===== config.mk =====
export PLATFORM = sky130hd
export DESIGN_NAME = dcache_tag_array
export DESIGN_NICKNAME = d
export VERILOG_FILES = /design/src/dcache_pkg.sv /design/src/dcache_tag_array.sv
export SDC_FILE = /design/constraint.sdc
export NUM_CORES = 1
export LEC_CHECK = 0
export ABC_AREA = 1
export BUFFER_PORTS_ARGS = -buffer_cell sky130_fd_sc_hd__buf_2
export CAP_MARGIN = 20
export CORE_MARGIN = 5
export CORE_UTILIZATION = 39
export CTS_CLUSTER_SIZE = 8
export DETAILED_ROUTE_END_ITERATION = 7
export GPL_TIMING_DRIVEN = 0
export PLACE_DENSITY = 0.63
export SYNTH_ARGS = -nofsm -noshare
export SYNTH_HDL_FRONTEND = slang
export SYNTH_SLANG_ARGS = --single-unit

===== constraint.sdc =====
create_clock -name clk_i -period 3.26 [get_ports clk_i]
set_clock_uncertainty 0.05 [all_clocks]
set_input_delay 0.489 -clock clk_i [delete_from_list [all_inputs] [get_ports clk_i]]
set_output_delay 0.489 -clock clk_i [all_outputs]
set_load 0.05 [all_outputs]

===== src/dcache_pkg.sv =====
/*
  shared definitions for the two-way write-back data cache
  geometry, address field widths and the FSM / bus command enums
  every cache module refers to these through dcache_pkg:: names
*/
package dcache_pkg;

  // ----------------------------------------------------------
  // geometry
  // ----------------------------------------------------------
  localparam int XLEN           = 32;  // data word
  localparam int ADDR_W         = 32;  // byte address
  localparam int BE_W           = XLEN / 8;
  localparam int WAYS           = 2;
  localparam int SETS           = 16;
  localparam int WORDS_PER_LINE = 4;
  localparam int LINE_W         = XLEN * WORDS_PER_LINE;  // 16 byte line

  // address split: tag | index | word | byte
  localparam int BYTE_OFF_W = 2;
  localparam int WORD_OFF_W = 2;
  localparam int IDX_W      = 4;
  localparam int TAG_W      = ADDR_W - IDX_W - WORD_OFF_W - BYTE_OFF_W;
  localparam int WAY_IDX_W  = 1;
  localparam int LFSR_W     = 16;  // replacement random source

  // ----------------------------------------------------------
  // FSM encodings
  // ----------------------------------------------------------
  typedef enum logic [1:0] {
    CTRL_LOOKUP,  // tag compare, hit response
    CTRL_WB,      // dirty victim going out
    CTRL_FILL,    // new line coming in
    CTRL_REPLAY   // re-read arrays after fill
  } ctrl_state_e;

  typedef enum logic [1:0] {
    CMD_NONE,
    CMD_READ_LINE,
    CMD_WRITE_LINE
  } bus_cmd_e;

  typedef enum logic [1:0] {
    BUS_IDLE,
    BUS_WAIT_GNT,
    BUS_BURST
  } bus_state_e;

endpackage


===== src/dcache_tag_array.sv =====
/*
  tag store of the data cache, one tag RAM per way
  valid and dirty bits live in flip-flops and clear on reset
  the tag read is synchronous, compare against cmp_tag_i gives hit_o
  the victim way's valid / dirty / tag feed the miss decision
*/
module dcache_tag_array (
  input  logic                               clk_i,
  input  logic                               rst_ni,
  input  logic [dcache_pkg::IDX_W-1:0]       rd_idx_i,
  input  logic [dcache_pkg::TAG_W-1:0]       cmp_tag_i,
  input  logic [dcache_pkg::IDX_W-1:0]       wr_idx_i,
  input  logic [dcache_pkg::WAYS-1:0]        tag_we_i,
  input  logic [dcache_pkg::TAG_W-1:0]       wr_tag_i,
  input  logic [dcache_pkg::WAYS-1:0]        dirty_we_i,
  input  logic                               dirty_val_i,
  input  logic [dcache_pkg::WAY_IDX_W-1:0]   victim_way_i,
  output logic [dcache_pkg::WAYS-1:0]        hit_o,
  output logic                               victim_valid_o,
  output logic                               victim_dirty_o,
  output logic [dcache_pkg::TAG_W-1:0]       victim_tag_o
);

  logic [dcache_pkg::TAG_W-1:0] tag_mem [dcache_pkg::WAYS][dcache_pkg::SETS];
  logic [dcache_pkg::TAG_W-1:0] tag_rd  [dcache_pkg::WAYS];
  logic [dcache_pkg::SETS-1:0]  valid_q [dcache_pkg::WAYS];
  logic [dcache_pkg::SETS-1:0]  dirty_q [dcache_pkg::WAYS];
  logic [dcache_pkg::IDX_W-1:0] rd_idx_q;  // index of the registered read

  // ----------------------------------------------------------
  // tag RAM, sync read
  // ----------------------------------------------------------
  always_ff @(posedge clk_i) begin
    rd_idx_q <= rd_idx_i;
    for (int w = 0; w < dcache_pkg::WAYS; w++) begin
      if (tag_we_i[w]) tag_mem[w][wr_idx_i] <= wr_tag_i;
      tag_rd[w] <= tag_mem[w][rd_idx_i];
    end
  end

  // status bits, a fill sets valid
  always_ff @(posedge clk_i or negedge rst_ni) begin
    if (!rst_ni) begin
      for (int w = 0; w < dcache_pkg::WAYS; w++) begin
        valid_q[w] <= '0;
        dirty_q[w] <= '0;
      end
    end else begin
      for (int w = 0; w < dcache_pkg::WAYS; w++) begin
        if (tag_we_i[w])   valid_q[w][wr_idx_i] <= 1'b1;
        if (dirty_we_i[w]) dirty_q[w][wr_idx_i] <= dirty_val_i;  // set on write, clear on fill
      end
    end
  end

  // ----------------------------------------------------------
  // compare and victim report
  // ----------------------------------------------------------
  always_comb begin
    for (int w = 0; w < dcache_pkg::WAYS; w++) begin
      hit_o[w] = valid_q[w][rd_idx_q] & (tag_rd[w] == cmp_tag_i);
    end
  end

  assign victim_valid_o = valid_q[victim_way_i][rd_idx_q];
  assign victim_dirty_o = dirty_q[victim_way_i][rd_idx_q];
  assign victim_tag_o   = tag_rd[victim_way_i];  // forms the write-back address

endmodule


==> flow_summary_export.csv <==
group,metric,value,unit
timing,min_period,3.24,ns
placement,port_buffers,89,
min_path,hp-class,"primary input to register",
drt,drt_iter0_drc,3474,
drt,drt_pre_antenna_iters,6,
yosys,synth_cells,2901,
drt,dr_total_vias,25000,
yosys,synth.top_cell.area_share,0.652,
pwr,max-vdd-ir-drop,0.513,mV
timing,hold_viol,0,
clocking,clk_pin_slew_worst_paths,0.05,ns
finish,layout_common_cells,"edfxtp_1 (768), nor2_1 (477), o21ai_0 (470)",
drt,routed_via_density,5.69,
finish,drive_above_1_share,0.115,
critical_path,end_kind,"output pin",
yosys,synth_area,35300,um^2
global_route,grt_max_degree,65,
yosys,synth.distinct_cells,29,
placement,dp_slack,-0.172,ns
yosys,syn_area_per_cell,12.2,um^2
clocking,clkLatencyLatePin,0.69,ns
yosys,synth_area_leaders,"edfxtp_1 (65%), o21ai_0 (6.7%), nor2_1 (5.4%)",
finish,nets,3211,
pwr,p_leak,14.3,nW
placement,dp_hpwl,77000,um
drt,wl_per_cell,26.5,um
yosys,ys_seq_elements,884,
timing,fin_crit_sh,0.995,
die,die_h,311,um
die,die_area,96800,um^2
yosys,syn_nets,2965,
timing,setup_viol,0,
critical_path,cp_max_fo,2,
clocking,postCtsSetupBuffers,0,
placement,routabilityCongestion,0.934,
job,cap_violations,0,
clocking,htreeDepth,3,
critical_path,critPathRequiredTime,2.72,ns
timing,worstMarginPinSlew,1.11,ns
critical_path,worstRegToRegCells,6,
timing,maxSlewHeadroom,0.262,
global_route,gr-usage-all-layers,0.232,
timing,finalSetupTns,0,ns
run_status,status,"finished clean",
clocking,clk_path_buf_depth,3,
die,ioPinCount,92,
drt,antenna_left,0,
critical_path,arrival,2.70,ns
yosys,yosys_warnings,0,
timing,rsz0062_at_grt,"no",
global_route,antenna_found_initial,11,
global_route,grt_overflow,0,
global_route,grt_pass1_vias,23800,
yosys,synth_top_cell_by_area,"edfxtp_1",
finish,layout_commonest_cell,"edfxtp_1",
die,rows,110,
clocking,cts_tree,"built",
finish,area_delta_synth_final,17.8,%
timing,drv_slew,0,
clocking,cts_sinks,884,
global_route,grt_pass1_wl,165000,um
die,coreArea,90000,um^2
min_path,hold_depth,3,
critical_path,crit_type,"register to output pin",
timing,fmax,308,MHz
placement,dpl.cell_count,4196,
critical_path,cp-start-kind,"register",
yosys,synth-seq-area-share,0.727,
drt,routed_wirelength,116000,um
timing,setup_ws,0.0166,ns
pwr,cellPowerDensity,633,nW/um^2
die,die_w,311,um
clocking,cts_buffers,120,
clocking,cts_root_buf,"clkbuf_16",
die,initial_core_util,0.393,
drt,drc,0,
finish,stdcell_count,4385,
## cells by family (layout without fill, tap and decap cells)
group	after synthesis	in the layout	share of synthesized area
flops	884	884	0.727
compound gates	729	729	0.120
xor+xnor	28	28	0.00694
buf+inv	299	604	0.0393
other cells	0	3	0
simple gates	961	961	0.107
## worst max-delay path, stage by stage (launching register included)
cell     delay, ns
dfxtp_1       0.32
xnor2_1       0.35
nand2_1       0.10
nor2_1        0.12
nand2_1       0.06
nor2_1        0.39
nand3_2       0.28
nor2_2        0.19
buf_4         0.22
## synthesized netlist by cell type, drive strengths merged
| master | instances |
|---|---|
| xor2 | 4 |
| nor2 | 511 |
| nand3 | 109 |
| buf | 77 |
| clkinv | 2 |
| o21ai | 493 |
| clkbuf | 109 |
| inv | 111 |
| dfxtp | 52 |
| a31oi | 2 |
| o221ai | 75 |
| xnor2 | 24 |
| and3 | 1 |
| nand2 | 327 |
| o211ai | 118 |
| o22ai | 1 |
| dfrtp | 64 |
| a21oi | 40 |
| or2 | 12 |
| nand4 | 1 |
| edfxtp | 768 |
## state kept, by name (all words and copies together), names as in the netlist
register,cells
tag_mem,768
tag_rd,48
rd_idx_q,4
dirty_q,32
valid_q,32
## power by group
part | leakage (nW) | switching (W) | internal, W | total, W
sequential | 8.08 | 0.000161 | 0.0127 | 0.0129
combinational | 4.65 | 0.00162 | 0.000561 | 0.00218
clock | 1.60 | 0.00456 | 0.00675 | 0.0113
## layer usage
layer  part of all wire  global-route usage  vias to the layer above  wire [um]
met5            0.00029                   0                        -         34
met3               0.11              0.0549                      229      12800
met4              0.042              0.0928                        6       4900
met2               0.46               0.373                     1465      53800
li1                   -                   -                    10900          -
met1               0.38               0.305                    12300      44700
## worst paths after layout
path	startpoint	end	slack, ns
min	dirty_val_i	dirty_q[17]$_DFFE_PN0P_	0.11
max in group asynchronous	rst_ni	valid_q[10]$_DFFE_PN0P_	2.18
min reg2reg	valid_q[3]$_DFFE_PN0P_	valid_q[3]$_DFFE_PN0P_	0.40
max	tag_rd[1][5]$_DFF_P_	hit_o[1]	0.02
min in group asynchronous	rst_ni	dirty_q[4]$_DFFE_PN0P_	0.40
max reg2reg	tag_mem[0][354]$_DFFE_PP_	tag_rd[0][18]$_DFF_P_	1.64
## layout make-up
| cell class | count | area (um^2) |
|---|---|---|
| Sequential cell | 884 | 25700 |
| Buffer | 185 | 970 |
| Clock buffer | 175 | 3250 |
| Inverter | 113 | 427 |
| Timing Repair Buffer | 125 | 1230 |
| Multi-Input combinational cell | 1718 | 8510 |
| Clock inverter | 6 | 85.1 |
| Tap cell | 1176 | 1470 |
| Antenna cell | 3 | 7.51 |
| Fill cell | 7999 | 48400 |
## timing repair
item / CTS / global route
hold endpoints to repair: 68 / 0
hold buffers: 5 / 0
resized for setup: 6 / 12
setup endpoints to repair: 4 / 6
## per-stage QoR
stage,total power (W),instance area [um^2],hold slack (ns),util
after global routing,0.0271,41600,0.143,0.463
after CTS,0.0264,41600,0.0859,0.462
after detailed placement,0.0152,38200,0.395,0.425
after global placement,0.0151,37300,0.385,0.414
final,0.0264,41700,0.111,0.463
after floorplan,0.0142,35300,0.143,-
(Power assumes the default switching activity.)
