File: src/dcache_pkg.sv
/*
  shared definitions for the two-way write-back data cache
  geometry, address field widths and the FSM / bus command enums
  every cache module refers to these through dcache_pkg:: names
*/
package dcache_pkg;

  // ----------------------------------------------------------
  // geometry
  // ----------------------------------------------------------
  localparam int XLEN           = 32;  // data word
  localparam int ADDR_W         = 32;  // byte address
  localparam int BE_W           = XLEN / 8;
  localparam int WAYS           = 2;
  localparam int SETS           = 16;
  localparam int WORDS_PER_LINE = 4;
  localparam int LINE_W         = XLEN * WORDS_PER_LINE;  // 16 byte line

  // address split: tag | index | word | byte
  localparam int BYTE_OFF_W = 2;
  localparam int WORD_OFF_W = 2;
  localparam int IDX_W      = 4;
  localparam int TAG_W      = ADDR_W - IDX_W - WORD_OFF_W - BYTE_OFF_W;
  localparam int WAY_IDX_W  = 1;
  localparam int LFSR_W     = 16;  // replacement random source

  // ----------------------------------------------------------
  // FSM encodings
  // ----------------------------------------------------------
  typedef enum logic [1:0] {
    CTRL_LOOKUP,  // tag compare, hit response
    CTRL_WB,      // dirty victim going out
    CTRL_FILL,    // new line coming in
    CTRL_REPLAY   // re-read arrays after fill
  } ctrl_state_e;

  typedef enum logic [1:0] {
    CMD_NONE,
    CMD_READ_LINE,
    CMD_WRITE_LINE
  } bus_cmd_e;

  typedef enum logic [1:0] {
    BUS_IDLE,
    BUS_WAIT_GNT,
    BUS_BURST
  } bus_state_e;

endpackage

File: src/dcache_ctrl.sv
/*
  cache controller: lookup / write-back / fill / replay FSM
  hits respond in the lookup cycle, a write hit stalls the next accept
  a miss freezes the LFSR victim, writes it back only when valid and dirty,
  fills the line clean, then replays the request through lookup
*/
module dcache_ctrl (
  input  logic                               clk_i,
  input  logic                               rst_ni,
  input  logic                               lk_valid_i,
  input  logic                               lk_we_i,
  input  logic [dcache_pkg::IDX_W-1:0]       lk_idx_i,
  input  logic [dcache_pkg::TAG_W-1:0]       lk_tag_i,
  input  logic [dcache_pkg::IDX_W-1:0]       rd_idx_i,
  input  logic [dcache_pkg::WAYS-1:0]        hit_i,
  input  logic                               victim_valid_i,
  input  logic                               victim_dirty_i,
  input  logic [dcache_pkg::TAG_W-1:0]       victim_tag_i,
  input  logic [dcache_pkg::LINE_W-1:0]      victim_line_i,
  input  logic [dcache_pkg::XLEN-1:0]        hit_word_i,
  input  logic                               bus_done_i,
  input  logic [dcache_pkg::LINE_W-1:0]      fill_line_i,
  output logic                               accept_o,
  output logic [dcache_pkg::IDX_W-1:0]       arr_rd_idx_o,
  output logic [dcache_pkg::WAYS-1:0]        tag_we_o,
  output logic [dcache_pkg::WAYS-1:0]        dirty_we_o,
  output logic                               dirty_val_o,
  output logic [dcache_pkg::WAYS-1:0]        word_we_o,
  output logic [dcache_pkg::WAYS-1:0]        line_we_o,
  output logic [dcache_pkg::LINE_W-1:0]      line_data_o,
  output logic [dcache_pkg::WAY_IDX_W-1:0]   victim_way_o,
  output dcache_pkg::bus_cmd_e               bus_cmd_o,
  output logic [dcache_pkg::ADDR_W-1:0]      bus_line_addr_o,
  output logic [dcache_pkg::LINE_W-1:0]      wb_line_o,
  output logic                               cpu_ready_o,
  output logic                               cpu_rsp_valid_o,
  output logic [dcache_pkg::XLEN-1:0]        cpu_rdata_o
);

  localparam int LINE_OFF_W = dcache_pkg::WORD_OFF_W + dcache_pkg::BYTE_OFF_W;

  dcache_pkg::ctrl_state_e        state_q, state_d;
  logic                           replay_q;  // refetched request waits in lookup
  logic [dcache_pkg::LFSR_W-1:0]  lfsr_q;
  logic [dcache_pkg::WAYS-1:0]    victim_oh;
  logic                           lookup, pending, hit, miss;

  assign lookup  = (state_q == dcache_pkg::CTRL_LOOKUP);
  assign pending = lk_valid_i | replay_q;
  assign hit     = |hit_i;
  assign miss    = lookup & pending & ~hit;

  // ----------------------------------------------------------
  // cpu side
  // ----------------------------------------------------------
  assign cpu_ready_o     = lookup & ~(pending & (lk_we_i | ~hit));  // writes and misses stall
  assign accept_o        = cpu_ready_o;
  assign cpu_rsp_valid_o = lookup & pending & hit;
  assign cpu_rdata_o     = hit_word_i;
  // hold the pending index whenever nothing new is taken
  assign arr_rd_idx_o    = cpu_ready_o ? rd_idx_i : lk_idx_i;

  // ----------------------------------------------------------
  // array writes
  // ----------------------------------------------------------
  assign victim_way_o = lfsr_q[dcache_pkg::WAY_IDX_W-1:0];  // frozen outside lookup
  assign victim_oh    = {{(dcache_pkg::WAYS-1){1'b0}}, 1'b1} << victim_way_o;
  assign word_we_o    = (lookup & pending & lk_we_i) ? hit_i : '0;
  assign line_we_o    = (state_q == dcache_pkg::CTRL_FILL && bus_done_i) ? victim_oh : '0;
  assign tag_we_o     = line_we_o;  // install tag with the line
  assign dirty_we_o   = word_we_o | line_we_o;
  assign dirty_val_o  = lookup;     // fill lands clean
  assign line_data_o  = fill_line_i;

  // ----------------------------------------------------------
  // bus commands, held level until the burst finishes
  // ----------------------------------------------------------
  always_comb begin
    case (state_q)
      dcache_pkg::CTRL_WB:   bus_cmd_o = dcache_pkg::CMD_WRITE_LINE;
      dcache_pkg::CTRL_FILL: bus_cmd_o = dcache_pkg::CMD_READ_LINE;
      default:               bus_cmd_o = dcache_pkg::CMD_NONE;
    endcase
  end

  assign bus_line_addr_o = {(state_q == dcache_pkg::CTRL_WB) ? victim_tag_i : lk_tag_i,
                            lk_idx_i, {LINE_OFF_W{1'b0}}};
  assign wb_line_o       = victim_line_i;

  // next state
  always_comb begin
    state_d = state_q;
    case (state_q)
      dcache_pkg::CTRL_LOOKUP:
        if (miss) state_d = (victim_valid_i & victim_dirty_i) ? dcache_pkg::CTRL_WB
                                                              : dcache_pkg::CTRL_FILL;
      dcache_pkg::CTRL_WB:   if (bus_done_i) state_d = dcache_pkg::CTRL_FILL;
      dcache_pkg::CTRL_FILL: if (bus_done_i) state_d = dcache_pkg::CTRL_REPLAY;
      default:               state_d = dcache_pkg::CTRL_LOOKUP;  // replay re-read done
    endcase
  end

  always_ff @(posedge clk_i or negedge rst_ni) begin
    if (!rst_ni) begin
      state_q  <= dcache_pkg::CTRL_LOOKUP;
      replay_q <= 1'b0;
      lfsr_q   <= 16'h0001;
    end else begin
      state_q  <= state_d;
      replay_q <= (state_q == dcache_pkg::CTRL_REPLAY);
      if (lookup && !miss)  // x^16 + x^15 + x^13 + x^4 + 1
        lfsr_q <= {lfsr_q[14:0], lfsr_q[15] ^ lfsr_q[14] ^ lfsr_q[12] ^ lfsr_q[3]};
    end
  end

endmodule

File: config.mk
export PLATFORM = sky130hd
export DESIGN_NAME = dcache_ctrl
export DESIGN_NICKNAME = d
export VERILOG_FILES = /design/src/dcache_pkg.sv /design/src/dcache_ctrl.sv
export SDC_FILE = /design/constraint.sdc
export NUM_CORES = 1
export LEC_CHECK = 0
export BUFFER_PORTS_ARGS = -buffer_cell sky130_fd_sc_hd__buf_2
export CAP_MARGIN = 20
export CORE_AREA = 5 5 270 272
export CTS_BUF_LIST = sky130_fd_sc_hd__clkbuf_8
export DETAILED_ROUTE_END_ITERATION = 10
export DIE_AREA = 0 0 275 277
export PLACE_DENSITY_LB_ADDON = 0.25
export SLEW_MARGIN = 40
export SYNTH_ARGS = -nofsm -noshare
export SYNTH_HDL_FRONTEND = slang
export SYNTH_SLANG_ARGS = --single-unit
File: constraint.sdc
create_clock -name clk_i -period 2.65 [get_ports clk_i]
set_input_delay 0 -clock clk_i [delete_from_list [all_inputs] [get_ports clk_i]]
set_output_delay 0 -clock clk_i [all_outputs]
set_load 0.02 [all_outputs]
==> metrics <==
status finished, final reports clean; CTS buffer count 3; Leakage 1.09 nW; DIE WIDTH around 280 um; chip height roughly 280 um; final hold viol count 0; leading area contributor after synthesis buf_4; worst skew pair latency around 0.25 ns; Most used DFF post-synth dfrtp_1; Max IR drop VDD around 310 uV; # setup viols final 0; Std-Cell Rows 98; clock sinks 19; Final HPWL DP 13.4 mm; TritonRoute pass-1 iters 4; Final period util between 70 and 80%; CP Data Arrival Time 1.93 ns; Core Area about 0.07 sq mm; share of cells above drive strength 1 75.0%; Cell Area, Placed approximately 0.003 sq mm; Worst Hold Class in -> out; initial drt markers between 40 and 50; drt wl/cell around 13 um; Post-CTS Setup Inserts 0; syn avg cell area roughly 8.7 sq um; IO buf count 111; Reg clk slew, reported paths 0.07 ns; Slowest-stage cell, CP dfrtp_1; post-cts gate resize count 0; Pwr Total between 1.5 and 2 mW; Final WS setup 0.721 ns; post-synth top area share approximately 64%; ys async rst share 100%; largest net degree at the start of global routing 27; total track usage between 3 and 4%; top-count cell post-synth buf_4; worst path required time 2.65 ns; crit-path max FO 6; initial antenna violation count 0; Hold Worst Slack roughly 0.0000077 ns; post-layout min period 1.93 ns; number of global-route vias before repair 2078; FMAX 0.518 GHz; setup_tns 0 ns; RSZ-0062 raised after global routing false; post-synth cell types 24; crit end category output port; RePlAce Congestion between 0.7 and 0.8; IO Count a little under 700; antenna-violating nets left 0; nets@finish a little under 600; fin area 0.00305 sq mm; Max-cap violations 0; pre-CTS WS ~0.83 ns; ANT cells 0; routed vias/inst between 1 and 1.5; Max stage delay on crit path between 0.4 and 0.5 ns; Worst Setup Path Type reg -> out; Starting Density between 4 and 5%; Syn Std Cell Area 0.00349 sq mm; hold_buf cts 1; die area ~0.076 sq mm; Slew Limit Fails 0; P&R area growth vs syn -12.7%; CP cell instances inv_1, ha_1, nor2b_1, and3_2, or2_2, buf_2; P per Cell Area slightly above 500 mW/mm^2; global route overflow 0; H-tree depth 1; drc violations 0; Clock Skew about 0.0036 ns; most frequent cells after synthesis buf_4 (299), mux2_2 (43), dfrtp_1 (18), nor2_1 (6), ha_1 (5); WL final 15.1 mm; first-pass GRT wire length ~18 mm; Post-Syn Instances 402; via count about 1700; Clock Path Buffers 2; Synth warnings 0; dominant cells by area after synthesis buf_4 (64%), mux2_2 (14%), dfrtp_1 (13%); hold_sp victim_line_i[19]; CTS tree done; EDFF count, synth 0; crit path from state_q[1]$_DFFE_PN0P_; RR Startpoint state_q[1]$_DFFE_PN0P_; Worst setup SP type flop; root buf cell clkbuf_8; Seq cells post-synth 19; sequential fraction of the synthesis area 13.7%
-- worst paths after layout --
kind	end	slack, ns	cells past startpoint
min in group asynchronous	lfsr_q[2]$_DFFE_PN0P_	0.23	2
worst min-delay path	wb_line_o[19]	0.000008	0
worst min register to register	lfsr_q[7]$_DFFE_PN0P_	0.50	1
worst max register to register	state_q[1]$_DFFE_PN0P_	0.87	6
max in group asynchronous	lfsr_q[0]$_DFFE_PN1P_	2.09	2
worst max-delay path	dirty_we_o[0]	0.72	6
-- worst max-delay path, delay by kind of cell, from the launching register on --
family                     cells  cell delay, ns
adders and majority gates      1            0.28
buffers and inverters          2            0.27
DFF                            1            0.43
and+or+nand+nor                3            0.70
-- final cells by class --
| cell class | instances | area (sq um) |
|---|---|---|
| sequential | 19 | 477 |
| timing repair buffer | 114 | 581 |
| clock inverter | 1 | 3.75 |
| multi-input combinational | 80 | 744 |
| clock buffer | 3 | 41.3 |
| fill | 8353 | 67500 |
| inverter | 3 | 11.3 |
| tap | 950 | 1190 |
-- report_power, final --
| group | switching (mW) | internal (mW) |
|---|---|---|
| Sequential | 0.0231 | 0.313 |
| Combinational | 0.595 | 0.422 |
| Clock | 0.0887 | 0.103 |
-- cell usage in the layout, fill, tap and decap left out --
cell | Yosys | routed
buf_2 | 2 | 111
mux2_2 | 43 | 43
dfrtp_1 | 18 | 18
nor2_1 | 6 | 6
ha_1 | 5 | 5
inv_1 | 3 | 4
nand2_1 | 4 | 4
conb_1 | 1 | 4
xnor2_1 | 3 | 3
clkbuf_8 | 0 | 3
nor2b_1 | 2 | 2
or2_2 | 2 | 2
and3_1 | 2 | 2
mux2_1 | 2 | 2
buf_4 | 299 | 2
and3_2 | 1 | 1
o21ai_1 | 1 | 1
o31ai_4 | 1 | 1
a21oi_1 | 1 | 1
o21ai_2 | 1 | 1
o21ai_0 | 1 | 1
o22ai_1 | 1 | 1
dlygate4sd3_1 | 0 | 1
dfstp_2 | 1 | 1
-- cell families (layout without fill, tap and decap cells) --
kind of cell               count (synthesis)  count (layout)  synth area share [%]
AOI/OAI and AO/OA                          6               6                  1.47
xor gates and xnor gates                   3               3                 0.753
adders and majority gates                  5               5                  1.79
buffers and inverters                    306             121                  65.3
DFF                                       19              19                  13.7
muxes                                     45              45                  14.5
other                                      1               4                 0.107
and+or+nand+nor                           17              17                  2.37
-- state kept, by name (all words and copies together) (netlist names) --
register	flops
lfsr_q	16
replay_q	1
state_q	2
-- through the flow --
step,utilization (%),cells
after floorplan,-,405
after global placement,4.24,1165
after detailed placement,4.24,1165
after CTS,4.32,1170
after global routing,4.32,1170
final,4.32,1170
-- layer usage --
layer | global-route usage [%] | part of all wire, % | up-vias
met2 | 6.20 | 50 | 344
met4 | 3.13 | 9.7 | 2
met5 | 0.642 | 0.41 | -
li1 | - | - | 593
met3 | 3.86 | 26 | 134
met1 | 1.50 | 14 | 658
(Power assumes the default switching activity.)
