**src/dcache_pkg.sv**
```systemverilog
/*
  shared definitions for the two-way write-back data cache
  geometry, address field widths and the FSM / bus command enums
  every cache module refers to these through dcache_pkg:: names
*/
package dcache_pkg;

  // ----------------------------------------------------------
  // geometry
  // ----------------------------------------------------------
  localparam int XLEN           = 32;  // data word
  localparam int ADDR_W         = 32;  // byte address
  localparam int BE_W           = XLEN / 8;
  localparam int WAYS           = 2;
  localparam int SETS           = 16;
  localparam int WORDS_PER_LINE = 4;
  localparam int LINE_W         = XLEN * WORDS_PER_LINE;  // 16 byte line

  // address split: tag | index | word | byte
  localparam int BYTE_OFF_W = 2;
  localparam int WORD_OFF_W = 2;
  localparam int IDX_W      = 4;
  localparam int TAG_W      = ADDR_W - IDX_W - WORD_OFF_W - BYTE_OFF_W;
  localparam int WAY_IDX_W  = 1;
  localparam int LFSR_W     = 16;  // replacement random source

  // ----------------------------------------------------------
  // FSM encodings
  // ----------------------------------------------------------
  typedef enum logic [1:0] {
    CTRL_LOOKUP,  // tag compare, hit response
    CTRL_WB,      // dirty victim going out
    CTRL_FILL,    // new line coming in
    CTRL_REPLAY   // re-read arrays after fill
  } ctrl_state_e;

  typedef enum logic [1:0] {
    CMD_NONE,
    CMD_READ_LINE,
    CMD_WRITE_LINE
  } bus_cmd_e;

  typedef enum logic [1:0] {
    BUS_IDLE,
    BUS_WAIT_GNT,
    BUS_BURST
  } bus_state_e;

endpackage

```
**src/dcache_bus_master.sv**
```systemverilog
/*
  line burst master for the memory bus
  a command seen in idle is latched with its line address and line;
  bus_req_o is held until grant, then four acknowledged beats follow,
  word 0 first. done_o pulses on the last beat, with the read line
*/
module dcache_bus_master (
  input  logic                           clk_i,
  input  logic                           rst_ni,
  input  dcache_pkg::bus_cmd_e           cmd_i,
  input  logic [dcache_pkg::ADDR_W-1:0]  line_addr_i,
  input  logic [dcache_pkg::LINE_W-1:0]  wb_line_i,
  input  logic                           bus_gnt_i,
  input  logic                           bus_ack_i,
  input  logic [dcache_pkg::XLEN-1:0]    bus_rdata_i,
  output logic                           bus_req_o,
  output logic                           bus_we_o,
  output logic [dcache_pkg::ADDR_W-1:0]  bus_addr_o,
  output logic [dcache_pkg::XLEN-1:0]    bus_wdata_o,
  output logic                           done_o,
  output logic [dcache_pkg::LINE_W-1:0]  fill_line_o
);

  dcache_pkg::bus_state_e              state_q;
  dcache_pkg::bus_cmd_e                cmd_q;
  logic [dcache_pkg::ADDR_W-1:0]       addr_q;
  logic [dcache_pkg::LINE_W-1:0]       line_q;  // shifts one word per beat
  logic [dcache_pkg::WORD_OFF_W-1:0]   beat_q;
  logic                                last_beat;

  assign last_beat = (state_q == dcache_pkg::BUS_BURST) & bus_ack_i & (&beat_q);

  // ----------------------------------------------------------
  // control
  // ----------------------------------------------------------
  always_ff @(posedge clk_i or negedge rst_ni) begin
    if (!rst_ni) begin
      state_q <= dcache_pkg::BUS_IDLE;
      beat_q  <= '0;
    end else begin
      case (state_q)
        dcache_pkg::BUS_IDLE:
          if (cmd_i != dcache_pkg::CMD_NONE) begin
            state_q <= dcache_pkg::BUS_WAIT_GNT;
            beat_q  <= '0;
          end
        dcache_pkg::BUS_WAIT_GNT:
          if (bus_gnt_i) state_q <= dcache_pkg::BUS_BURST;
        default: begin
          if (bus_ack_i) beat_q <= beat_q + 1'b1;  // wraps to 0 after word 3
          if (last_beat) state_q <= dcache_pkg::BUS_IDLE;
        end
      endcase
    end
  end

  // ----------------------------------------------------------
  // payload
  // ----------------------------------------------------------
  always_ff @(posedge clk_i) begin
    if (state_q == dcache_pkg::BUS_IDLE && cmd_i != dcache_pkg::CMD_NONE) begin
      cmd_q  <= cmd_i;
      addr_q <= line_addr_i;
      line_q <= wb_line_i;
    end else if (state_q == dcache_pkg::BUS_BURST && bus_ack_i) begin
      // write: next word moves down; read: returned word enters at the top
      line_q <= {bus_rdata_i, line_q[dcache_pkg::LINE_W-1:dcache_pkg::XLEN]};
    end
  end

  assign bus_req_o   = (state_q == dcache_pkg::BUS_WAIT_GNT);
  assign bus_we_o    = (cmd_q == dcache_pkg::CMD_WRITE_LINE);
  assign bus_addr_o  = addr_q;                              // line base
  assign bus_wdata_o = line_q[dcache_pkg::XLEN-1:0];
  assign done_o      = last_beat;
  // last word still on the bus in the done cycle
  assign fill_line_o = {bus_rdata_i, line_q[dcache_pkg::LINE_W-1:dcache_pkg::XLEN]};

endmodule

```
**config.mk**
```make
export PLATFORM = sky130hd
export DESIGN_NAME = dcache_bus_master
export DESIGN_NICKNAME = d
export VERILOG_FILES = /design/src/dcache_pkg.sv /design/src/dcache_bus_master.sv
export SDC_FILE = /design/constraint.sdc
export NUM_CORES = 1
export LEC_CHECK = 0
export ABC_AREA = 1
export ABC_CLOCK_PERIOD_IN_PS = 12800
export BUFFER_PORTS_ARGS = -buffer_cell sky130_fd_sc_hd__buf_2
export CAP_MARGIN = 25
export CORE_AREA = 4 4 151 153
export DETAILED_ROUTE_END_ITERATION = 10
export DIE_AREA = 0 0 155 157
export GPL_TIMING_DRIVEN = 1
export PLACE_DENSITY_LB_ADDON = 0.12
export SYNTH_ARGS = -nofsm -noshare
export SYNTH_HDL_FRONTEND = slang
export SYNTH_SLANG_ARGS = --single-unit
```
**constraint.sdc**
```tcl
create_clock -name clk_i -period 12.8 [get_ports clk_i]
set_input_delay 1.28 -clock clk_i [delete_from_list [all_inputs] [get_ports clk_i]]
set_output_delay 1.28 -clock clk_i [all_outputs]
set_load 0.005 [all_outputs]
```
==> out/qor.txt, run 1 <==
dpl ws: 9.10 ns
end of the worst hold path: beat_q[0]$_DFFE_PN0P_
clock network fraction of design power: 24.0%
Avg Cell Area, Syn: 10.9 sq um
setup TNS: 0 ns
internal power: 0.00154 W
GR met3 Demand/Resource: 4.10%
DR DRC count: 0
Nets: 1195
switch share: 33.2%
status: completed
power share of the sequential group: 45.4%
Syn Nets: 839
FP Rows: 54
synth warn: 0
die height: 157 microns
Core Region: 0.0216 sq mm
FF-to-FF setup slack: 9.86 ns
skew final: 0.00623 ns
overall routing resource usage: 16.2%
FF+latch count, synth: 166
met2 usage: 27.0%
first-pass GRT wire length: 29800 microns
WHS Path Cells: 1
Max Cap Viol: 0
clock-pin transition on the worst setup and hold timing paths: 0.07 ns
# Post-CTS Setup Buffers: 0
Skew-Pair Late Insertion Delay: 0.42 ns
CP max FO: 91
slew margin rel.: 31.4%
clk buf depth: 2
Pins Over Slew Limit: 0
post-CTS sizing: 0
R2R Path End: bus_addr_o[7]$_DFFE_PP_
die span in x: 155 microns
startpoint types: input port
GR Util met1: 20.0%
Post-CTS Hold Buffers: 0
Worst Path Required: 12.84 ns
Post-Synthesis Cells: 640
total global routing overflow: 0
total CTS buffers: 17
GPL Wtd Cong: 0.795
TritonRoute pass-1 iters: 4
Highest Clock Rate: 0.307 GHz
Crit Reg-Reg Startpoint: state_q[0]$_DFFE_PN0P_
wire length per cell: 16.1 microns
final hold vios: 0
Hold Startpoint: beat_q[0]$_DFFE_PN0P_
sequential area share after synthesis: 70.9%
CTS Sinks: 166
PD cells: 241 mW/mm^2
Setup violations, final: 0
worst reg2reg path depth: 5
Crit. End Element: register
drt total wl: 20700 microns
ANT nets after route: 0
final period demand of the worst path: 3.25 ns
HPWL Detailed: 15500 microns
Yosys cell types: 16
Filler Cell Count: 2159
worst slew pin tran: 1.03 ns
die area: 0.0243 sq mm
initial DRC count: 268
largest net degree at the start of global routing: 92
Combinational Power Share: 30.6%
htree depth: 4
RSZ-0062 raised after global routing: false
Leak: 4.66 nW
root buf cell: clkbuf_16
share of cells above drive strength 1: 42.8%
gr busiest metal: met2
DR vias: 5329
CTS tree: built
synthesized area: 0.00700 sq mm
VDD IR max: 101 uV
vias in the first global route: 5234
Vias/cell: 4.13
CP Class: in2reg
Critical Path AT: 3.30 ns
switching power: 0.000762 W
Starting Density: 32.5%
initial antenna violation count: 3
worst setup margin: 9.55 ns
Hold/Removal Path Class: reg2reg
I/O pin total: 393
post-route clock period utilization: 25.4%
port buffer count: 392
P&R area growth vs syn: 36.4%
Yosys cell counts:
library cell  instances  share of area [%]
nand2_1             394                 21
edfxtp_1            162                 69
buf_4                33                3.5
buf_6                13                2.1
buf_2                10               0.71
inv_1                 6               0.32
clkbuf_1              4               0.21
dfrtp_1               4                1.4
nand3_1               4               0.29
nor2_1                3               0.16
o21ai_0               2               0.14
ha_1                  1               0.18
inv_2                 1              0.054
nand4_1               1              0.089
nor2_2                1              0.089
o21ai_2               1               0.13
power by group through the flow:
stage	clock, W	combinational (W)	sequential [W]
after floorplan	0	0.000352	0.00113
after global placement	0	0.000722	0.00106
after detailed placement	0	0.000725	0.00106
after CTS	0.000565	0.000726	0.00105
after global routing	0.000585	0.000795	0.00107
final	0.000552	0.000703	0.00104
state kept, by name, indices dropped and copies added, names as in the netlist:
name        count
line_q        128
bus_addr_o     32
beat_q          2
cmd_q           2
state_q         2
per-layer routing:
metal,part of all wire (%),vias to the layer above,routed length (microns)
li1,-,2758,-
met4,2.5,0,511
met2,49,222,10200
met1,41,2317,8400
met5,0,-,0
met3,7.8,32,1610
area by class of cell:
type / instances / area [sq um] / share of cell area (%)
antenna: 3 / 7.51 / 0.0786
clock buffer: 18 / 429 / 4.49
clock inverter: 13 / 195 / 2.04
inverter: 7 / 31.3 / 0.328
multi-input combinational: 407 / 1570 / 16.5
sequential: 166 / 4960 / 52.0
tap: 280 / 350 / 3.67
timing repair buffer: 397 / 2000 / 20.9
through the flow:
| step | instances | cell area, sq um | power [W] | utilization (%) | hold WS [ns] |
|---|---|---|---|---|---|
| 2_1_floorplan | 640 | 7000 | 0.00149 | - | 0.466 |
| 3_3_place_gp | 1257 | 8920 | 0.00178 | 41.4 | 0.489 |
| 3_5_place_dp | 1257 | 8920 | 0.00178 | 41.4 | 0.507 |
| 4_1_cts | 1288 | 9540 | 0.00234 | 44.3 | 0.515 |
| 5_1_grt | 1290 | 9550 | 0.00245 | 44.3 | 0.533 |
| 6_report | 1291 | 9550 | 0.00230 | 44.3 | 0.517 |
logic make-up after synthesis:
group                    count (synthesis)  synth area share (%)
adder cells (fa/ha/maj)                  1                 0.179
buffers and inverters                   67                  6.93
AO/OA/AOI/OAI                            3                 0.268
AND/OR/NAND/NOR                        403                  21.7
flip-flops                             166                  70.9
how the worst max path moves through the flow:
stage	from	end	slack, ns	cells past startpoint
6_report	cmd_i[1]	bus_addr_o[7]$_DFFE_PP_	9.55	5
5_1_grt	cmd_i[1]	line_q[116]$_DFFE_PP_	9.36	7
4_1_cts	cmd_i[1]	bus_addr_o[3]$_DFFE_PP_	9.56	5
3_5_place_dp	cmd_i[1]	bus_addr_o[0]$_DFFE_PP_	9.10	5
3_3_place_gp	cmd_i[1]	bus_addr_o[15]$_DFFE_PP_	9.09	5
2_1_floorplan	bus_ack_i	line_q[0]$_DFFE_PP_	1.69	2
critical path: stages:
cell     delay, ns
buf_2         0.12
o21ai_4       0.06
buf_4         0.32
inv_6         0.49
buf_4         0.85
cells in the final DEF, fill, tap and decap left out:
cell type,netlist,final
inv_8,0,1
o21ai_0,2,1
buf_2,10,392
nand4_1,1,1
clkinvlp_4,0,2
o21ai_4,0,2
clkinv_2,0,1
clkbuf_1,4,1
diode_2,0,3
clkbuf_16,0,17
edfxtp_1,162,162
dfrtp_1,4,4
ha_1,1,1
nor2_1,3,3
nand3_1,4,4
buf_4,33,5
bufinv_16,0,4
nand2_1,394,394
inv_6,0,6
nor2_2,1,1
inv_1,6,6
Note: power is estimated with default switching activity, not from simulation.
==> inputs of run 2 (changes only) <==
Settings changed: ABC_AREA 1 to 0, ABC_CLOCK_PERIOD_IN_PS 12800 to 3400, CORE_AREA 4 4 151 153 to 4 4 150 152, DIE_AREA 0 0 155 157 to 0 0 154 156.
Clock period 12.8 ns to 3.4 ns, I/O delays scaled along.
==> out/qor.txt, run 2 <==
status: completed
first-pass GRT wire length: 27100 microns (-9.1%)
GR Util met1: 17.3% (-2.8 points)
GR met3 Demand/Resource: 4.33% (+0.23 points)
ys async rst share: 2.41% (unchanged)
final period demand of the worst path: 2.10 ns
Post-synth top cells: 162 x edfxtp_1, 65 x mux2_1, 63 x mux2_2, 34 x buf_4, 7 x buf_2
die span in x: 154 microns (-0.65%)
GPL Wtd Cong: 0.816 (+2.7%)
Post-CTS Hold Buffers: 1 (+1)
initial antenna violation count: 5 (+2)
Hold Startpoint: line_addr_i[7]
# Post-CTS Setup Buffers: 0 (unchanged)
total global routing overflow: 0 (unchanged)
CP max FO: 123 (+35%)
port buffer count: 392 (unchanged)
ANT nets after route: 0 (unchanged)
die area: 0.0240 sq mm (-1.3%)
overall routing resource usage: 14.7% (-1.5 points)
P&R area growth vs syn: 38.8%
skew final: 0.00849 ns (+0.00226 ns)
CTS Sinks: 166 (unchanged)
VDD IR max: 374 uV (+270%)
Yosys cell types: 21 (+5)
Main synth FF type: edfxtp_1
largest net degree at the start of global routing: 124 (+35%)
drt total wl: 18700 microns (-9.9%)
CP startpoint: state_q[1]$_DFFE_PN0P_
htree depth: 4 (unchanged)
sequential area share after synthesis: 72.1% (+1.2 points)
FP Rows: 53 (-1.9%)
Core Region: 0.0210 sq mm (-2.5%)
area share of the largest cell type after synthesis: 70.6% (+1.2 points)
worst slew pin tran: 0.690 ns (-0.339 ns)
Vias/cell: 4.39 (+6.3%)
Max Cap Viol: 0 (unchanged)
post-CTS sizing: 0 (unchanged)
most common cell after layout, fill and taps aside: buf_2
FF+latch count, synth: 166 (unchanged)
die height: 156 microns (-0.64%)
CTS tree: built
Avg Cell Area, Syn: 19.0 sq um (+74%)
Worst Path Required: 3.57 ns (-9.27 ns)
Post-Synthesis Cells: 362 (-43%)
Starting Density: 32.8% (+0.27 points)
vias in the first global route: 4706 (-10%)
synthesized area: 0.00689 sq mm (-1.6%)
number of flip-flops under the largest register name: 128 (unchanged)
Most flops, register: line_q
met2 usage: 25.2% (-1.8 points)
Setup violations, final: 0 (unchanged)
PD cells: 843 mW/mm^2 (+250%)
setup TNS: 0 ns (unchanged)
gr busiest metal: met2
slew margin rel.: 54.0% (+23 points)
cells taking the most area after synthesis: edfxtp_1 71%, mux2_1 11%, mux2_2 10%, buf_4 3.7%, dfrtp_1 1.5%
Hold/Removal Path Class: in2reg
DR DRC count: 0 (unchanged)
Nets: 930 (-22%)
initial DRC count: 289 (+7.8%)
Skew-Pair Late Insertion Delay: 0.42 ns (about the same)
Crit. End Element: register
Post-synth EDFFs: 162 (unchanged)
clock-pin transition on the worst setup and hold timing paths: 0.07 ns (about the same)
wire length per cell: 18.3 microns (+14%)
share of cells above drive strength 1: 66.3% (+24 points)
root buf cell: clkbuf_16
top-count cell post-synth: edfxtp_1
TritonRoute pass-1 iters: 4 (unchanged)
Crit Reg-Reg Startpoint: state_q[1]$_DFFE_PN0P_
Highest Clock Rate: 0.477 GHz
DR vias: 4484 (-16%)
startpoint types: register
Critical Path AT: 2.27 ns (-1.03 ns)
Leak: 4.00 nW (-14%)
Pins Over Slew Limit: 0 (unchanged)
post-route clock period utilization: 61.7%
cell taking the most area after synthesis: edfxtp_1
clk buf depth: 2 (unchanged)
final hold vios: 0 (unchanged)
I/O pin total: 393 (unchanged)
most frequent cells in the layout: 392 x buf_2, 162 x edfxtp_1, 65 x mux2_1
total CTS buffers: 17 (unchanged)
RSZ-0062 raised after global routing: false
Syn Nets: 561 (-33%)
HPWL Detailed: 14100 microns (-8.9%)
synth warn: 0 (unchanged)
total power: 0.00806 W (+250%)
CP Class: reg2reg
run 2: path summary, 6_finish.rpt:
check / endpoint / slack, ns / cells after the start
setup / recovery: line_q[12]$_DFFE_PP_ / 1.30 / 3
hold / removal: bus_addr_o[7]$_DFFE_PP_ / 0.09 / 1
setup reg to reg: line_q[12]$_DFFE_PP_ / 1.30 / 3
hold reg to reg: beat_q[1]$_DFFE_PN0P_ / 0.54 / 2
max in group asynchronous: beat_q[0]$_DFFE_PN0P_ / 3.02 / 2
min in group asynchronous: state_q[1]$_DFFE_PN0P_ / 0.26 / 2
run 2: layout make-up:
cell class | count | area (sq um)
inverter | 1 | 3.75
fill | 1927 | 11500
multi-input combinational | 148 | 1570
antenna | 3 | 7.51
timing repair buffer | 397 | 2030
tap | 275 | 344
clock inverter | 15 | 215
clock buffer | 17 | 425
sequential | 166 | 4960
run 2: cells by family after synthesis:
logic type,Yosys count,synth area share [%]
AND/OR/NAND/NOR,14,1.13
AO/OA/AOI/OAI,5,0.454
multiplexers,128,20.9
flip-flops,166,72.1
buffers and inverters,48,5.25
adder cells (fa/ha/maj),1,0.182
run 2: stage by stage:
step,cells,setup WS [ns],instance area (sq um),utilization (%),hold WS [ns]
finish,1022,1.30,9560,45.5,0.0903
global placement,986,1.39,8900,42.3,0.150
CTS,1019,1.31,9550,45.4,0.0582
detailed placement,986,1.33,8900,42.3,0.149
floorplan,362,0.618,6900,-,0.0444
global route,1022,1.23,9560,45.5,0.0646
run 2: layer usage:
metal  part of all wire [%]  routed length, microns
met1                     38                    7080
met3                    7.5                    1400
met2                     52                    9790
met4                    2.1                     395
met5                   0.14                      27
run 2: critical path, stage by stage, from the launching register on:
cell and delay (ns):
dfrtp_1 0.49, nor3_4 0.30, buf_12 0.53, mux2_2 0.41
run 2: power breakdown:
part           switching (W)  internal [W]
clock network       0.000859       0.00125
logic                0.00118       0.00110
registers           0.000299       0.00337
==> inputs of run 3 (changes only) <==
Settings changed: ABC_CLOCK_PERIOD_IN_PS 3400 to 2000.
Clock period 3.4 ns to 2 ns, I/O delays scaled along.
==> out/qor.txt, run 3 (synthesized netlist as in run 2, its figures left out) <==
status: completed
total global routing overflow: 0 (unchanged)
VDD IR max: 617 uV (+65%)
die span in x: 154 microns (unchanged)
worst setup margin: 0.223 ns (-1.08 ns)
CTS tree: built
ANT nets after route: 0 (unchanged)
largest net degree at the start of global routing: 63 (-49%)
most frequent cells in the layout: 392 x buf_2, 162 x edfxtp_1, 65 x mux2_1
CP Depth: 7 (+4)
FF-to-FF setup slack: 0.23 ns (-1.07 ns)
worst reg2reg path depth: 4 (+1)
Skew-Pair Late Insertion Delay: 0.42 ns (about the same)
number of flip-flops under the largest register name: 128 (unchanged)
Leak: 4.21 nW (+5.2%)
PD cells: 1390 mW/mm^2 (+65%)
CP peak stage delay: 0.54 ns (about the same)
Max Cap Viol: 0 (unchanged)
TritonRoute pass-1 iters: 4 (unchanged)
worst slew pin tran: 0.361 ns (-0.329 ns)
post-route cell area: 0.0100 sq mm (+5.0%)
Filler Cell Count: 1857 (-3.6%)
FP Rows: 53 (unchanged)
startpoint types: input port
final hold vios: 0 (unchanged)
WP buf/inv: 4 (+3)
dpl ws: 0.229 ns (-1.10 ns)
htree depth: 4 (unchanged)
clk buf depth: 2 (unchanged)
Worst Path Required: 2.16 ns (-1.41 ns)
vias in the first global route: 5000 (+6.2%)
hold_ws: 0.0401 ns (-0.0501 ns)
Starting Density: 32.8% (unchanged)
critical-path cell list: dlygate4sd3_1, buf_2, nor2_1, nor3_4, buf_4, buf_12, mux2_2
skew final: 0.00959 ns (+0.00110 ns)
share of cells above drive strength 1: 63.8% (-2.4 points)
RSZ-0062 raised after global routing: false
P&R area growth vs syn: 45.7%
first-pass GRT wire length: 28600 microns (+5.4%)
die height: 156 microns (unchanged)
wire length per cell: 18.2 microns (-0.57%)
final period demand of the worst path: 1.78 ns
CP max FO: 27 (-78%)
Nets: 974 (+4.7%)
Vias/cell: 4.38 (-0.28%)
DR DRC count: 0 (unchanged)
initial antenna violation count: 3 (-2)
Highest Clock Rate: 0.563 GHz
DR vias: 4664 (+4.0%)
Crit. End Element: register
GPL Wtd Cong: 0.863 (+5.7%)
Core Region: 0.0210 sq mm (unchanged)
total CTS buffers: 17 (unchanged)
port buffer count: 392 (unchanged)
initial DRC count: 254 (-12%)
DP Area: 0.00906 sq mm (+1.8%)
slew margin rel.: 75.9% (+22 points)
Most flops, register: line_q
drt total wl: 19400 microns (+3.7%)
# Post-CTS Setup Buffers: 0 (unchanged)
CP Class: in2reg
total power: 0.0139 W (+73%)
overall routing resource usage: 15.4% (+0.77 points)
I/O pin total: 393 (unchanged)
Sequential Area: 0.00496 sq mm (unchanged)
critical path's top delay family: buffers and inverters
most common cell after layout, fill and taps aside: buf_2
root buf cell: clkbuf_16
WHS Path Cells: 3 (+2)
critical path's slowest cell: dlygate4sd3_1
fin util: 47.7% (+2.3 points)
HPWL Detailed: 14900 microns (+5.6%)
CTS Sinks: 166 (unchanged)
area of the multi-input gates: 0.00157 sq mm (unchanged)
die area: 0.0240 sq mm (unchanged)
Pins Over Slew Limit: 0 (unchanged)
Setup violations, final: 0 (unchanged)
clock-pin transition on the worst setup and hold timing paths: 0.07 ns (about the same)
Critical Path AT: 1.94 ns (-0.33 ns)
post-route clock period utilization: 88.9%
Hold/Removal Path Class: in2reg
[run 3: cell count changes in the layout (fill, tap and decap cells not counted)]
cell,change
clkinv_4,+1
bufinv_16,-1
dlygate4sd3_1,+34
clkinv_2,+1
buf_4,+3
inv_6,-1
buf_12,+7
[run 3: final cells by class]
cell class / instances / share of cell area (%)
Clock buffer: 17 / 4.24
Multi-Input combinational cell: 148 / 15.7
Clock inverter: 15 / 1.89
Tap cell: 275 / 3.43
Antenna cell: 3 / 0.0748
Sequential cell: 166 / 49.5
Inverter: 1 / 0.0374
Timing Repair Buffer: 441 / 25.2
[run 3: per-stage QoR]
stage / cells / TNS, ns
after floorplan: 362 / -64.47
after global placement: 996 / 0
after detailed placement: 996 / 0
after CTS: 1063 / 0
after global routing: 1066 / 0
final: 1066 / 0
[run 3: where the power goes]
part	internal (W)	switching, W
sequential	0.00572	0.000539
clock	0.00200	0.00142
combinational	0.00217	0.00208
[run 3: timing repair]
action | CTS | global route
hold endpoints to repair | 38 | 0
hold buffers | 35 | 0
resized for setup | 0 | 0
[run 3: tightest hold or removal path, stage by stage]
cell    delay [ns]
buf_2         0.09
nor2_1        0.04
nor2_1        0.09
[run 3: final timing paths]
| path | start | to |
|---|---|---|
| max reg2reg | state_q[0]$_DFFE_PN0P_ | line_q[20]$_DFFE_PP_ |
| min in group asynchronous | rst_ni | state_q[1]$_DFFE_PN0P_ |
| max in group asynchronous | rst_ni | beat_q[1]$_DFFE_PN0P_ |
| min | bus_gnt_i | state_q[1]$_DFFE_PN0P_ |
| min reg2reg | beat_q[1]$_DFFE_PN0P_ | beat_q[1]$_DFFE_PN0P_ |
| max | cmd_i[0] | line_q[20]$_DFFE_PP_ |
[run 3: per-layer routing]
| layer | GRT usage [%] | routed length (microns) | vias up |
|---|---|---|---|
| met5 | 0 | 0 | - |
| met4 | 6.52 | 465 | 0 |
| met3 | 3.88 | 1350 | 25 |
| met2 | 27.4 | 10300 | 216 |
| met1 | 17.7 | 7290 | 2214 |
| li1 | - | - | 2209 |
